--- config.mk ---
export PLATFORM = sky130hd
export DESIGN_NAME = ising_core
export DESIGN_NICKNAME = d
export VERILOG_FILES = /design/src/ising_pkg.sv /design/src/ising_host_port.sv /design/src/ising_coupling_mem.sv /design/src/ising_spin_engine.sv /design/src/ising_readout.sv /design/src/ising_core.sv
export SDC_FILE = /design/constraint.sdc
export NUM_CORES = 1
export LEC_CHECK = 0
export ABC_AREA = 0
export BUFFER_PORTS_ARGS = -buffer_cell sky130_fd_sc_hd__buf_2
export CAP_MARGIN = 20
export CORE_ASPECT_RATIO = 1.1
export CORE_MARGIN = 2
export CORE_UTILIZATION = 62
export CTS_CLUSTER_SIZE = 10
export DETAILED_ROUTE_END_ITERATION = 6
export PLACE_DENSITY = 0.78
export SLEW_MARGIN = 10
export SYNTH_ARGS = -nofsm -noshare
export SYNTH_HDL_FRONTEND = slang
export SYNTH_SLANG_ARGS = --single-unit
--- constraint.sdc ---
create_clock -name clk_i -period 7.2 [get_ports clk_i]
set_input_delay 1.44 -clock clk_i [delete_from_list [all_inputs] [get_ports clk_i]]
set_output_delay 1.44 -clock clk_i [all_outputs]
set_load 0.1 [all_outputs]
--- src/ising_pkg.sv ---
////////////////////
// shared defaults and enum types for the ising solver core
// referenced by scoped names, the top level passes the
// parameter values down to every block
////////////////////

package ising_pkg;

    ////////////////////
    // default sizes
    ////////////////////
    localparam int DEFAULT_NUM_SPIN   = 8;  // spins, also rows of J
    localparam int DEFAULT_BIT_J      = 4;  // signed coupling width
    localparam int DEFAULT_FLIP_DEPTH = 4;  // flip mask words, power of two

    localparam int SWEEP_W = 8;             // sweep count width

    ////////////////////
    // host write target
    ////////////////////
    typedef enum logic {
        SEL_J    = 1'b0,    // one row of the coupling matrix
        SEL_FLIP = 1'b1     // one flip mask word
    } mem_sel_e;

    ////////////////////
    // spin engine states
    ////////////////////
    typedef enum logic [2:0] {
        IDLE       = 3'd0,
        FLIP_RD    = 3'd1,  // fetch flip mask of this sweep
        FLIP_APPLY = 3'd2,  // xor mask into the spins
        ROW_RD     = 3'd3,  // fetch J row of the current spin
        ROW_UPDATE = 3'd4,  // field sum and sign write back
        FINISH     = 3'd5
    } engine_state_e;

endpackage

--- src/ising_host_port.sv ---
////////////////////
// host side of the ising core
// turns plain write strobes into J / flip memory writes and
// latches sweep count and initial spins on start
// everything from the host is dropped while the engine is busy
////////////////////

`timescale 1ns/1ns

module ising_host_port #(
    parameter int  NUM_SPIN = ising_pkg::DEFAULT_NUM_SPIN,
    parameter int  BIT_J    = ising_pkg::DEFAULT_BIT_J,
    localparam int ADDR_W   = $clog2(NUM_SPIN)
) (
    input  logic                         clk_i,
    input  logic                         rst_i,
    // host writes
    input  logic                         wr_en_i,
    input  ising_pkg::mem_sel_e          wr_sel_i,
    input  logic [ADDR_W-1:0]            wr_addr_i,
    input  logic [NUM_SPIN*BIT_J-1:0]    wr_data_i,
    // run request
    input  logic                         start_i,
    input  logic [ising_pkg::SWEEP_W-1:0] sweeps_i,
    input  logic [NUM_SPIN-1:0]          init_spins_i,
    input  logic                         busy_i,
    // memory write side
    output logic                         j_we_o,
    output logic                         flip_we_o,
    output logic [ADDR_W-1:0]            mem_addr_o,
    output logic [NUM_SPIN*BIT_J-1:0]    mem_data_o,
    // engine side
    output logic                         run_o,
    output logic [ising_pkg::SWEEP_W-1:0] run_sweeps_o,
    output logic [NUM_SPIN-1:0]          run_spins_o
);

    logic wr_ok;
    logic start_ok;

    assign wr_ok    = wr_en_i & ~busy_i;
    assign start_ok = start_i & ~busy_i;

    // write decode, lands in the memory at the next edge
    assign j_we_o     = wr_ok & (wr_sel_i == ising_pkg::SEL_J);
    assign flip_we_o  = wr_ok & (wr_sel_i == ising_pkg::SEL_FLIP);
    assign mem_addr_o = wr_addr_i;
    assign mem_data_o = wr_data_i;  // flip masks only use the low bits

    always_ff @(posedge clk_i) begin
        if (rst_i) begin
            run_o <= 1'b0;
        end else begin
            run_o <= start_ok;  // one cycle pulse
        end
    end

    // run configuration, held until the next accepted start
    always_ff @(posedge clk_i) begin
        if (start_ok) begin
            run_sweeps_o <= sweeps_i;
            run_spins_o  <= init_spins_i;
        end
    end

endmodule

--- src/ising_coupling_mem.sv ---
////////////////////
// small register array with one write port and one read port
// read data appears the cycle after ren_i
// used for the J rows and for the flip mask table
////////////////////

`timescale 1ns/1ns

module ising_coupling_mem #(
    parameter int  WIDTH  = 32,
    parameter int  DEPTH  = 8,
    localparam int ADDR_W = $clog2(DEPTH)
) (
    input  logic              clk_i,
    // write port
    input  logic              we_i,
    input  logic [ADDR_W-1:0] waddr_i,
    input  logic [WIDTH-1:0]  wdata_i,
    // read port
    input  logic              ren_i,
    input  logic [ADDR_W-1:0] raddr_i,
    output logic [WIDTH-1:0]  rdata_o
);

    logic [WIDTH-1:0] mem_q [DEPTH];

    ////////////////////
    // write
    ////////////////////
    always_ff @(posedge clk_i) begin
        if (we_i) begin
            mem_q[waddr_i] <= wdata_i;
        end
    end

    ////////////////////
    // registered read
    ////////////////////
    always_ff @(posedge clk_i) begin
        if (ren_i) begin
            rdata_o <= mem_q[raddr_i];  // holds last word when idle
        end
    end

endmodule

--- src/ising_spin_engine.sv ---
////////////////////
// sweep engine of the ising core
// per sweep: fetch and xor one flip mask, then visit every spin
// in index order, fetch its J row, sum J[i][j]*s_j and keep the sign
// spin bit 1 is +1, bit 0 is -1, a zero field gives +1
////////////////////

`timescale 1ns/1ns

module ising_spin_engine #(
    parameter int  NUM_SPIN   = ising_pkg::DEFAULT_NUM_SPIN,
    parameter int  BIT_J      = ising_pkg::DEFAULT_BIT_J,
    parameter int  FLIP_DEPTH = ising_pkg::DEFAULT_FLIP_DEPTH,
    localparam int IDX_W      = $clog2(NUM_SPIN),
    localparam int FLIP_AW    = $clog2(FLIP_DEPTH)
) (
    input  logic                          clk_i,
    input  logic                          rst_i,
    input  logic                          run_i,
    input  logic [ising_pkg::SWEEP_W-1:0] run_sweeps_i,
    input  logic [NUM_SPIN-1:0]           run_spins_i,
    // J memory
    output logic                          j_ren_o,
    output logic [IDX_W-1:0]              j_raddr_o,
    input  logic [NUM_SPIN*BIT_J-1:0]     j_rdata_i,
    // flip memory
    output logic                          flip_ren_o,
    output logic [FLIP_AW-1:0]            flip_raddr_o,
    input  logic [NUM_SPIN-1:0]           flip_rdata_i,
    // status
    output logic [NUM_SPIN-1:0]           spins_o,
    output logic                          busy_o,
    output logic                          finish_o
);

    // wide enough for NUM_SPIN terms of magnitude 2^(BIT_J-1)
    localparam int SUM_W = BIT_J + $clog2(NUM_SPIN) + 1;

    ising_pkg::engine_state_e state_q, state_d;

    logic [ising_pkg::SWEEP_W-1:0] sweep_q;   // sweeps done so far
    logic [IDX_W-1:0]              idx_q;     // spin being updated
    logic [NUM_SPIN-1:0]           spins_q;
    logic                          last_spin;
    logic                          last_sweep;

    logic signed [BIT_J-1:0]       j_val;
    logic signed [SUM_W-1:0]       field;

    assign last_spin  = (idx_q == IDX_W'(NUM_SPIN - 1));
    assign last_sweep = (sweep_q + 1'b1 == run_sweeps_i);

    ////////////////////
    // local field of spin idx_q
    ////////////////////
    // row layout: J[i][j] sits at bits j*BIT_J +: BIT_J
    always_comb begin
        field = '0;
        j_val = '0;
        for (int j = 0; j < NUM_SPIN; j++) begin
            j_val = $signed(j_rdata_i[j*BIT_J +: BIT_J]);
            if (spins_q[j]) begin
                field = field + SUM_W'(j_val);
            end else begin
                field = field - SUM_W'(j_val);
            end
        end
    end

    ////////////////////
    // next state
    ////////////////////
    always_comb begin
        state_d = state_q;
        unique case (state_q)
            ising_pkg::IDLE: begin
                if (run_i) begin
                    state_d = (run_sweeps_i == '0) ? ising_pkg::FINISH : ising_pkg::FLIP_RD;
                end
            end
            ising_pkg::FLIP_RD:    state_d = ising_pkg::FLIP_APPLY;
            ising_pkg::FLIP_APPLY: state_d = ising_pkg::ROW_RD;
            ising_pkg::ROW_RD:     state_d = ising_pkg::ROW_UPDATE;
            ising_pkg::ROW_UPDATE: begin
                if (!last_spin) begin
                    state_d = ising_pkg::ROW_RD;
                end else if (last_sweep) begin
                    state_d = ising_pkg::FINISH;
                end else begin
                    state_d = ising_pkg::FLIP_RD;
                end
            end
            ising_pkg::FINISH:     state_d = ising_pkg::IDLE;
            default:               state_d = ising_pkg::IDLE;
        endcase
    end

    always_ff @(posedge clk_i) begin
        if (rst_i) begin
            state_q <= ising_pkg::IDLE;
            sweep_q <= '0;
            idx_q   <= '0;
        end else begin
            state_q <= state_d;
            if (state_q == ising_pkg::IDLE && run_i) begin
                sweep_q <= '0;
                idx_q   <= '0;
            end else if (state_q == ising_pkg::ROW_UPDATE) begin
                idx_q <= last_spin ? '0 : idx_q + 1'b1;
                if (last_spin) begin
                    sweep_q <= sweep_q + 1'b1;
                end
            end
        end
    end

    ////////////////////
    // spin vector
    ////////////////////
    always_ff @(posedge clk_i) begin
        if (state_q == ising_pkg::IDLE && run_i) begin
            spins_q <= run_spins_i;
        end else if (state_q == ising_pkg::FLIP_APPLY) begin
            spins_q <= spins_q ^ flip_rdata_i;
        end else if (state_q == ising_pkg::ROW_UPDATE) begin
            spins_q[idx_q] <= ~field[SUM_W-1];  // sign bit clear -> +1
        end
    end

    // memory reads, data used one cycle later
    assign j_ren_o      = (state_q == ising_pkg::ROW_RD);
    assign j_raddr_o    = idx_q;
    assign flip_ren_o   = (state_q == ising_pkg::FLIP_RD);
    assign flip_raddr_o = sweep_q[FLIP_AW-1:0];  // sweep k mod FLIP_DEPTH

    assign spins_o  = spins_q;
    assign finish_o = (state_q == ising_pkg::FINISH);
    assign busy_o   = (state_q != ising_pkg::IDLE) | run_i;  // covers the run cycle

endmodule

--- src/ising_readout.sv ---
////////////////////
// result side of the ising core
// captures the spins and their +1 count when the engine finishes
// and keeps them until the next run
////////////////////

`timescale 1ns/1ns

module ising_readout #(
    parameter int  NUM_SPIN = ising_pkg::DEFAULT_NUM_SPIN,
    localparam int CNT_W    = $clog2(NUM_SPIN + 1)
) (
    input  logic                clk_i,
    input  logic                rst_i,
    input  logic                run_i,
    input  logic                finish_i,
    input  logic [NUM_SPIN-1:0] spins_i,
    output logic [NUM_SPIN-1:0] spins_o,
    output logic [CNT_W-1:0]    magnet_o,
    output logic                done_o,
    output logic                result_valid_o
);

    logic [CNT_W-1:0] pop_cnt;

    // number of +1 spins
    always_comb begin
        pop_cnt = '0;
        for (int i = 0; i < NUM_SPIN; i++) begin
            pop_cnt = pop_cnt + CNT_W'(spins_i[i]);
        end
    end

    always_ff @(posedge clk_i) begin
        if (finish_i) begin
            spins_o  <= spins_i;
            magnet_o <= pop_cnt;
        end
    end

    always_ff @(posedge clk_i) begin
        if (rst_i) begin
            done_o         <= 1'b0;
            result_valid_o <= 1'b0;
        end else begin
            done_o <= finish_i;     // lines up with the captured result
            if (finish_i) begin
                result_valid_o <= 1'b1;
            end else if (run_i) begin
                result_valid_o <= 1'b0;
            end
        end
    end

endmodule

--- src/ising_core.sv ---
////////////////////
// top level of the digital ising solver core
// host writes J rows and flip masks, then pulses start with a
// sweep count and initial spins, result comes back with done_o
// flip depth must not exceed NUM_SPIN, both share one write address
////////////////////

`timescale 1ns/1ns

module ising_core #(
    parameter int  NUM_SPIN   = ising_pkg::DEFAULT_NUM_SPIN,
    parameter int  BIT_J      = ising_pkg::DEFAULT_BIT_J,
    parameter int  FLIP_DEPTH = ising_pkg::DEFAULT_FLIP_DEPTH,
    localparam int ADDR_W     = $clog2(NUM_SPIN),
    localparam int FLIP_AW    = $clog2(FLIP_DEPTH),
    localparam int CNT_W      = $clog2(NUM_SPIN + 1)
) (
    input  logic                          clk_i,
    input  logic                          rst_i,
    input  logic                          wr_en_i,
    input  ising_pkg::mem_sel_e           wr_sel_i,
    input  logic [ADDR_W-1:0]             wr_addr_i,
    input  logic [NUM_SPIN*BIT_J-1:0]     wr_data_i,
    input  logic                          start_i,
    input  logic [ising_pkg::SWEEP_W-1:0] sweeps_i,
    input  logic [NUM_SPIN-1:0]           init_spins_i,
    output logic                          busy_o,
    output logic                          done_o,
    output logic                          result_valid_o,
    output logic [NUM_SPIN-1:0]           spins_o,
    output logic [CNT_W-1:0]              magnet_o
);

    logic                          j_we, flip_we, run, finish;
    logic [ADDR_W-1:0]             mem_addr;
    logic [NUM_SPIN*BIT_J-1:0]     mem_data, j_rdata;
    logic [ising_pkg::SWEEP_W-1:0] run_sweeps;
    logic [NUM_SPIN-1:0]           run_spins, flip_rdata, spins;
    logic                          j_ren, flip_ren;
    logic [ADDR_W-1:0]             j_raddr;
    logic [FLIP_AW-1:0]            flip_raddr;

    ////////////////////
    // input side
    ////////////////////
    ising_host_port #(.NUM_SPIN(NUM_SPIN), .BIT_J(BIT_J)) u_host_port (
        .clk_i        (clk_i),
        .rst_i        (rst_i),
        .wr_en_i      (wr_en_i),
        .wr_sel_i     (wr_sel_i),
        .wr_addr_i    (wr_addr_i),
        .wr_data_i    (wr_data_i),
        .start_i      (start_i),
        .sweeps_i     (sweeps_i),
        .init_spins_i (init_spins_i),
        .busy_i       (busy_o),
        .j_we_o       (j_we),
        .flip_we_o    (flip_we),
        .mem_addr_o   (mem_addr),
        .mem_data_o   (mem_data),
        .run_o        (run),
        .run_sweeps_o (run_sweeps),
        .run_spins_o  (run_spins)
    );

    ////////////////////
    // memories and engine
    ////////////////////
    ising_coupling_mem #(.WIDTH(NUM_SPIN*BIT_J), .DEPTH(NUM_SPIN)) u_j_mem (
        .clk_i   (clk_i),
        .we_i    (j_we),
        .waddr_i (mem_addr),
        .wdata_i (mem_data),
        .ren_i   (j_ren),
        .raddr_i (j_raddr),
        .rdata_o (j_rdata)
    );

    ising_coupling_mem #(.WIDTH(NUM_SPIN), .DEPTH(FLIP_DEPTH)) u_flip_mem (
        .clk_i   (clk_i),
        .we_i    (flip_we),
        .waddr_i (mem_addr[FLIP_AW-1:0]),
        .wdata_i (mem_data[NUM_SPIN-1:0]),  // mask in the low bits
        .ren_i   (flip_ren),
        .raddr_i (flip_raddr),
        .rdata_o (flip_rdata)
    );

    ising_spin_engine #(
        .NUM_SPIN   (NUM_SPIN),
        .BIT_J      (BIT_J),
        .FLIP_DEPTH (FLIP_DEPTH)
    ) u_spin_engine (
        .clk_i        (clk_i),
        .rst_i        (rst_i),
        .run_i        (run),
        .run_sweeps_i (run_sweeps),
        .run_spins_i  (run_spins),
        .j_ren_o      (j_ren),
        .j_raddr_o    (j_raddr),
        .j_rdata_i    (j_rdata),
        .flip_ren_o   (flip_ren),
        .flip_raddr_o (flip_raddr),
        .flip_rdata_i (flip_rdata),
        .spins_o      (spins),
        .busy_o       (busy_o),
        .finish_o     (finish)
    );

    ////////////////////
    // output side
    ////////////////////
    ising_readout #(.NUM_SPIN(NUM_SPIN)) u_readout (
        .clk_i          (clk_i),
        .rst_i          (rst_i),
        .run_i          (run),
        .finish_i       (finish),
        .spins_i        (spins),
        .spins_o        (spins_o),
        .magnet_o       (magnet_o),
        .done_o         (done_o),
        .result_valid_o (result_valid_o)
    );

endmodule

======== Yosys cells after proc, flatten, opt, wreduce, memory -nomap -nowiden ========
Memories as Yosys holds them, arrays and structs flattened. A register that Yosys moved wholly into a read port is not among the register bits.
Cells that the tools add are included.
storage, ports and cells
  bits in registers ....................... 53
  memory bits (writable) .................. 288
  input bits .............................. 56
  output and inout bits ................... 15
  word-level logic and storage cells ...... 91
  memories kept ........................... 2
cells by class
  $add $sub $neg .......................... 24
  magnitude comparators ................... 2
  eq/ne operators ......................... 8
  multiplexer cells ....................... 26
  bitwise gates (word level) .............. 9
  reduce and logical (&&, ||, !) cells .... 9
memory list
  name              depth  width  read ports  clocked after Yosys merged registers in  write ports  line                      source
  u_j_mem.mem_q     8      32     1           1                                        1            ising_coupling_mem.sv:25  logic [WIDTH-1:0] mem_q [DEPTH];
  u_flip_mem.mem_q  4      8      1           1                                        1            ising_coupling_mem.sv:25
operator list
  operator               count
  $mux W8                11
  $add A8 B4 Y8          7
  $sub A8 B4 Y8          7
  $add A4 B1 Y4          6
  $mux W3                5
  $pmux W3 S5            1
  $eq A3 B3 Y1 const B   3
  $add A8 B1 Y8 const B  1
  $bwmux W8              1
  $eq A8 B8 Y1           1
  $logic_not A8 Y1       1
  $xor A8 B8 Y8          1
  $mux W1                7
  $eq A3 B2 Y1 const B   2
  $reduce_bool A3 Y1     2
  $sub A1 B4 Y5 const A  1
  $and A1 B1 Y1          4
  $lt A3 B4 Y1 const B   1
  $add A3 B1 Y3 const B  1
  $demux W1 S3           1
  $eq A3 B1 Y1 const B   1
  $ge A3 B1 Y1 const B   1
  $logic_not A3 Y1       1
  $not A1 Y1             3
  other kinds (7)        8

======== Logic depth before layout (Yosys ltp) ========
Gate-level depths: netlist (run 1).
  depth in word-level cells ............... 21
  depth in mapped cells ................... 31
  mapped depth without buffers ............ 31

======== Hierarchy ========
A second synthesis (run 1) with hierarchy kept.
second synthesis, totals
  cells, all modules ...................... 1076
  area, all modules ....................... 17674.5 um^2
by module, submodules not included
  module                            instances  cells an instance  area an instance (um^2)
  ising_coupling_mem at u_j_mem     1          415                10786.6
  ising_spin_engine                 1          509                4052.6
  ising_coupling_mem at u_flip_mem  1          54                 1428.9
  ising_host_port                   1          56                 793.3
  ising_readout                     1          42                 613.1

======== Worst setup path after synthesis (run 1) ========
OpenSTA, ideal clock, no wires.
  kind .................................... flip-flop to flip-flop
  from .................................... register u_j_mem.rdata_o[4], read port of u_j_mem.mem_q
  to ...................................... register u_spin_engine.spins_q[0], in the netlist u_spin_engine.spins_o[0] (data pin)
  arrival time ............................ 6.118 ns
  data required time ...................... 6.939 ns
  path slack .............................. 0.821 ns
  stages on the path, launching flop included .. 29
  path buffers ............................ 0
  period minus slack after synthesis ...... 6.379 ns
  cell sequence ........................... edfxtp_1 > inv_1 > ha_1 > mux2_2 > fa_1 > inv_1 > fa_1 > inv_1 > fa_1 > fa_1 > a21o_1 > a21oi_1 > xnor2_1 > ha_1 > nand2_1 > a2bb2oi_1 > nor2b_1 > xnor2_1 > ha_1 > a21oi_1 > xnor2_1 > ha_1 > a211oi_1 > o21ai_0 > o21ai_0 > xnor2_1 > xnor3_1 > xnor3_2 > o21ai_1
between the ends
  longest elaborated chain between the ends .. 19
  elaborated cells between the ends (all ways) .. 26
  classes of those cells .................. add/sub: 14; mux: 11; bitwise: 1
RTL lines
  element                                                line                                              source
  from (decl)                                            ising_coupling_mem.sv:22                          output logic [WIDTH-1:0] rdata_o
  $sub A8 B4 Y8 / $add A8 B4 Y8 (equally long branches)  ising_spin_engine.sv:65, ising_spin_engine.sv:63
  $mux W8 *                                              ising_spin_engine.sv:62                           if (spins_q[j]) begin
  $sub A8 B4 Y8 / $add A8 B4 Y8 (equally long branches)  ising_spin_engine.sv:65, ising_spin_engine.sv:63
  $mux W8 *                                              ising_spin_engine.sv:62
  $sub A8 B4 Y8 / $add A8 B4 Y8 (equally long branches)  ising_spin_engine.sv:65, ising_spin_engine.sv:63
  $mux W8 *                                              ising_spin_engine.sv:62
  $sub A8 B4 Y8 / $add A8 B4 Y8 (equally long branches)  ising_spin_engine.sv:65, ising_spin_engine.sv:63
  $mux W8 *                                              ising_spin_engine.sv:62
  (+3 left out)                                          -
  $mux W8 *                                              ising_spin_engine.sv:62
  $sub A8 B4 Y8 / $add A8 B4 Y8 (equally long branches)  ising_spin_engine.sv:65, ising_spin_engine.sv:63
  $mux W8 *                                              ising_spin_engine.sv:62
  $not A1 Y1 *                                           ising_spin_engine.sv:126                          spins_q[idx_q] <= ~field[SUM_W-1];
  $bwmux W8 *                                            ising_spin_engine.sv:126
  $mux W8 *                                              ising_spin_engine.sv:125                          end else if (state_q == ising_pkg::ROW_UPDATE) begin
  $mux W8 *                                              ising_spin_engine.sv:123                          end else if (state_q == ising_pkg::FLIP_APPLY) begin
  $mux W8 *                                              ising_spin_engine.sv:121                          if (state_q == ising_pkg::IDLE && run_i) begin
  to (signal assigned)                                   ising_spin_engine.sv:122                          spins_q <= run_spins_i;
  to (signal assigned)                                   ising_spin_engine.sv:124                          spins_q <= spins_q ^ flip_rdata_i;
  to (signal, indexed assignment)                        ising_spin_engine.sv:126
  to (decl)                                              ising_spin_engine.sv:43                           logic [NUM_SPIN-1:0] spins_q;
Every way passes the cells marked *; elsewhere a longest branch is shown, timed or not. The select of a mux whose other input is x is not followed.
A chain may end at the register's enable or synchronous reset.

======== Worst setup path in the final report (run 1) ========
  from .................................... register u_j_mem.rdata_o[5], read port of u_j_mem.mem_q
  to ...................................... register u_spin_engine.spins_q[3], in the netlist u_spin_engine.spins_o[3] (data pin)
Same word-level chain as after synthesis.

==> results of run 1 <==
worst paths after layout:
| path | slack [ps] | to | startpoint |
|---|---|---|---|
| worst min register to register | 480 | u_readout.result_valid_o | u_readout.result_valid_o |
| worst max-delay path | 400 | u_spin_engine.spins_o[3] | u_j_mem.rdata_o[5] |
| worst max register to register | 400 | u_spin_engine.spins_o[3] | u_j_mem.rdata_o[5] |
| worst min-delay path | 480 | u_readout.result_valid_o | u_readout.result_valid_o |
power by group through the flow:
stage,sequential (W),combinational (W),clock [W]
2_1_floorplan,0.00260,0.00456,0
3_3_place_gp,0.00260,0.00513,0
3_5_place_dp,0.00260,0.00531,0
4_1_cts,0.00255,0.00533,0.00194
5_1_grt,0.00256,0.00615,0.00203
6_report,0.00256,0.00551,0.00191
cells by family after synthesis:
logic type | Yosys count
adders and majority gates | 78
xor gates and xnor gates | 75
AOI/OAI and AO/OA | 244
and+or+nand+nor | 206
buffers and inverters | 102
DFF | 381
muxes | 27
final cells by class:
class                   instances  area [um^2]  area share
diodes                          1         2.50    0.000134
flip-flops and latches        381        11300       0.605
well taps                     352          440      0.0236
repair buffers                 94          528      0.0284
clock inverters                 4         51.3     0.00275
clock buffers                  53         1160      0.0621
inverters                      56          210      0.0113
multi-input cells             630         4960       0.267
critical path: cells and delay by family, from the launching register on:
kind / cells / cell delay [ps]
fa+ha+maj: 8 / 2810
xor+xnor: 8 / 1510
compound gates: 7 / 1120
flops: 1 / 410
mux: 1 / 290
simple gates: 2 / 240
buf+inv: 2 / 150
registers in the layout (all words and copies together) (netlist names), 4 cells and up:
name                      count
u_j_mem.mem_q               256
u_flip_mem.mem_q             32
u_j_mem.rdata_o              32
u_flip_mem.rdata_o            8
u_host_port.run_spins_o       8
u_host_port.run_sweeps_o      8
u_readout.spins_o             8
u_spin_engine.spins_o         8
u_spin_engine.sweep_q         8
u_readout.magnet_o            4
repair_timing:
item                                    4_1_cts  5_1_grt
hold buffers                                  0        0
resized for setup                             0        8
buffers inserted                              0        1
endpoints found under the setup margin        0        8
cells in the mapped netlist, drive strengths merged, types with 18 or more instances:
cell,count
xnor2,40
nor3,19
a21oi,34
xor2,33
nand3,18
nand4,34
ha,68
nand2,41
edfxtp,364
nor2,39
a22oi,136
clkbuf,39
o21ai,37
inv,56
routing by layer:
layer | vias to the layer above | wire length [um] | track usage
met5 | - | 13 | 0
li1 | 4483 | - | -
met1 | 4809 | 13900 | 0.336
met3 | 75 | 2780 | 0.0418
met4 | 2 | 907 | 0.0924
met2 | 459 | 17200 | 0.423
per-stage QoR:
step,power (W),hold slack [ps],std cells
6_report,0.00998,481,1571
5_1_grt,0.0107,529,1571
4_1_cts,0.00982,483,1568
3_5_place_dp,0.00790,476,1511
3_3_place_gp,0.00772,460,1511
2_1_floorplan,0.00716,428,1113
==> qor.txt, run 1 <==
GP Congestion = 0.810
Fillers = 1662
max_cap viols = 0
mean post-synth cell area = 14.8 um^2
max-slew violation count = 0
initial antenna violation count = 2
die area = 28000 um^2
maximum number of pins on one net before global-route repair = 35
FF+latch count, synth = 381
Total Routing Usage GR = 0.252
latest clock arrival within the worst-skew pair = 540 ps
number of synthesized flops with an enable pin = 364
compound-cell area share of the yosys netlist = 0.101
largest family of logic cells by synthesized area = compound AO/OA/AOI/OAI gates
drt via density = 6.26
final setup fails = 0
crit-path max FO = 8
Tmin final = 6800 ps
clock share of power = 0.192
most area-consuming cells after synthesis = edfxtp_1 (66%), a22oi_1 (6.2%), ha_1 (5.1%), xnor2_1 (2.1%), dfxtp_1 (2.1%)
status = complete, no violations
sequential share of the synthesized area = 0.682
CTS Buffer Depth = 3
Peak VDD IR = 1370 uV
Slew HR = 0.295
clock skew = 13.6 ps
Die Y = 175 um
worst path required time = 7480 ps
Min-Delay Path Depth = 2
HP Class = reg2reg
row count = 62
Post-Synth Adder-Cell Area = 0.0636
Root Buffer = clkbuf_16
vias in the first global route = 9932
first-pass GRT wire length = 54000 um
post-DP HPWL = 20500 um
internal power = 0.00641 W
Ys Warns = 0
Netlist cell types = 51
Post-Place Worst Slack = 318 ps
Post-Synth Simple-Gate Area = 0.0644
Max stage delay on crit path = 570 ps
# IOs = 71
most common cell after layout, fill and taps aside = edfxtp_1
most frequent cells in the layout = edfxtp_1 (364), a22oi_1 (136), buf_2 (71)
Placed Area = 17400 um^2
crit path launch type = register
final-report hold violation count = 0
area leader, netlist = edfxtp_1
Final Cycle Share = 0.945
post-synthesis xor/xnor area fraction = 0.0415
CP Class = reg2reg
starting density of the core = 0.632
Pleak = 6.56 nW
Residual DRC = 0
layout cells sized above 1 = 0.155
Worst Reg2Reg Path Length in Cells = 28
Synth top area share = 0.662
final instance area = 18600 um^2
clock buffer count from CTS = 44
Arr. time, crit path = 7080 ps
Post-Syn Instances = 1113
Critical Path End Type = register
Sw Pwr = 0.00357 W
Async SR Flop Fraction = 0
WL/cell = 22.1 um
Sw Share = 0.358
clock sink count = 381
Mapped Nets = 1247
vias = 9828
CTS tree = done
final core occ = 0.712
post-route ant nets = 0
NumNets Final = 1341
DR iter-0 viols = 1026
Comb pwr share = 0.552
worst slew pin tran = 1050 ps
die width = 160 um
multiplexer share of the synthesized area = 0.0230
First-pass DRT Iterations = 5
CP max-delay cell = fa_1
cell area after synthesis = 16500 um^2
H-tree levels = 2
Peak Freq = 147 MHz
top_reg_cell synth = edfxtp_1
Setup WS post-layout = 398 ps
final WL = 34800 um
port bufs = 70
area of the core = 26100 um^2
setup TNS = 0 ps
area delta synth->final = 12.7%
total grt overflow = 0
Clock Pin Slew Worst Setup and Hold Paths = 60 ps
power per cell area = 536 nW/um^2
Reg power frac = 0.256
No activity file was read; power rests on OpenSTA's default activity.
==> run 2: changes to the inputs <==
--- a/config.mk
+++ b/config.mk
@@ -13,6 +13,7 @@
 export CORE_UTILIZATION = 62
 export CTS_CLUSTER_SIZE = 10
 export DETAILED_ROUTE_END_ITERATION = 6
+export MAX_ROUTING_LAYER = met4
 export PLACE_DENSITY = 0.78
 export SLEW_MARGIN = 10
 export SYNTH_ARGS = -nofsm -noshare
==> run 2 against run 1 <==
  * Fmax is essentially flat
  * Sequential power is essentially flat
  * Cell count is essentially flat
==> qor.txt, run 2 (synthesized netlist as in run 1, its figures left out) <==
drt via density = 6.24 (-0.31%)
Comb pwr share = 0.553 (about the same)
total grt overflow = 0 (unchanged)
most common cell after layout, fill and taps aside = edfxtp_1
crit path launch type = register
clock buffer count from CTS = 44 (unchanged)
Total Routing Usage GR = 0.260 (+0.00785)
Root Buffer = clkbuf_16
Peak Freq = 147 MHz (about the same)
die area = 28000 um^2 (unchanged)
GP Congestion = 0.822 (+1.5%)
clock skew = 10.1 ps (-3.55 ps)
status = complete, no violations
CP Class = reg2reg
max-slew violation count = 0 (unchanged)
starting density of the core = 0.632 (unchanged)
final-report hold violation count = 0 (unchanged)
Setup WS post-layout = 397 ps (-1.44 ps)
most frequent cells in the layout = edfxtp_1 (364), a22oi_1 (136), buf_2 (71)
CP max-delay cell = fa_1
internal power = 0.00641 W (about the same)
Tmin final = 6800 ps (+1.44 ps)
CTS Buffer Depth = 3 (unchanged)
met1 usage = 0.337 (about the same)
gr busiest metal = met2
hold_buf cts = 0 (unchanged)
CTS tree = done
Residual DRC = 0 (unchanged)
initial antenna violation count = 2 (unchanged)
Critical Path End Type = register
area of the core = 26100 um^2 (unchanged)
H-tree levels = 2 (unchanged)
grt met3 use = 0.0408 (-0.000949)
# IOs = 71 (unchanged)
Sw Pwr = 0.00359 W (+0.45%)
post-route ant nets = 0 (unchanged)
power per cell area = 537 nW/um^2 (+0.18%)
Most flops, register = u_j_mem.mem_q
clock sink count = 381 (unchanged)
die width = 160 um (unchanged)
Slew HR = 0.310 (+0.0151)
port bufs = 70 (unchanged)
Max stage delay on crit path = 570 ps (about the same)
first-pass GRT wire length = 54000 um (about the same)
post-DP HPWL = 20500 um (unchanged)
Pleak = 6.56 nW (about the same)
crit-path leading delay family = adder cells
layout cells sized above 1 = 0.155 (unchanged)
Clock Pin Slew Worst Setup and Hold Paths = 60 ps (about the same)
Arr. time, crit path = 7080 ps (about the same)
First-pass DRT Iterations = 5 (unchanged)
area delta synth->final = 12.7% (about the same)
WL/cell = 22.1 um (-0.33%)
Final Cycle Share = 0.945 (about the same)
vias = 9804 (-0.24%)
max FFs per register = 256 (unchanged)
worst slew pin tran = 1030 ps (-22.6 ps)
final setup fails = 0 (unchanged)
maximum number of pins on one net before global-route repair = 35 (unchanged)
clock share of power = 0.192 (about the same)
latest clock arrival within the worst-skew pair = 540 ps (about the same)
GRT met2 Usage = 0.424 (about the same)
HP Class = reg2reg
max_cap viols = 0 (unchanged)
CP Buf/Inv Count = 2 (unchanged)
crit-path max FO = 8 (unchanged)
DR iter-0 viols = 1035 (+0.88%)
NumNets Final = 1341 (unchanged)
Post-Place Worst Slack = 318 ps (unchanged)
Reg power frac = 0.256 (about the same)
Sw Share = 0.359 (+0.000934)
vias in the first global route = 9932 (unchanged)
final core occ = 0.712 (about the same)
worst path required time = 7480 ps (about the same)
Peak VDD IR = 1370 uV (+0.16%)
Die Y = 175 um (unchanged)
row count = 62 (unchanged)
final WL = 34700 um (-0.26%)
Largest regs = u_j_mem.mem_q x256, u_flip_mem.mem_q x32, u_j_mem.rdata_o x32
## run 2: timing repair
action / 4_1_cts / 5_1_grt
setup buffers: 0 / 1
setup endpoints to repair: 0 / 8
gates resized for setup: 0 / 8
## run 2: path summary, 6_finish.rpt
kind | from | endpoint | slack [ps] | cells after the start
max | u_j_mem.rdata_o[5] | u_spin_engine.spins_o[3] | 400 | 28
min | u_readout.result_valid_o | u_readout.result_valid_o | 480 | 2
max reg2reg | u_j_mem.rdata_o[5] | u_spin_engine.spins_o[3] | 400 | 28
min reg2reg | u_readout.result_valid_o | u_readout.result_valid_o | 480 | 2
## run 2: power groups by stage
stage | combinational (W) | clock [W] | sequential [W]
5_1_grt | 0.00615 | 0.00203 | 0.00256
3_3_place_gp | 0.00513 | 0 | 0.00260
2_1_floorplan | 0.00456 | 0 | 0.00260
3_5_place_dp | 0.00531 | 0 | 0.00260
4_1_cts | 0.00533 | 0.00194 | 0.00255
6_report | 0.00553 | 0.00192 | 0.00256
## run 2: worst min-delay path, cell delays in order, from the launching register on
cell and delay [ps]:
dfxtp_1 310, nand2b_1 70, a21oi_1 60
## run 2: stage by stage
| step | total power (W) | std cells | TNS (ps) | hold slack [ps] | area [um^2] |
|---|---|---|---|---|---|
| 2_1_floorplan | 0.00716 | 1113 | 0 | 428 | 16500 |
| 3_3_place_gp | 0.00772 | 1511 | 0 | 460 | 17400 |
| 3_5_place_dp | 0.00790 | 1511 | 0 | 476 | 17400 |
| 4_1_cts | 0.00982 | 1568 | 0 | 483 | 18600 |
| 5_1_grt | 0.0107 | 1572 | -77.0 | 529 | 18600 |
| 6_report | 0.0100 | 1572 | 0 | 482 | 18600 |
## run 2: metal layers
layer	up-vias	wire, um	share of wire
met5	-	0	0
met4	0	836	0.024
met3	65	3020	0.087
met2	500	17100	0.49
met1	4755	13800	0.40
li1	4484	-	-
## run 2: area by class of cell
type,instances,area (um^2)
antenna,2,5.00
clock buffer,53,1160
clock inverter,4,51.3
fill,1661,7520
inverter,56,210
multi-input combinational,630,4960
sequential,381,11300
tap,352,440
timing repair buffer,94,528
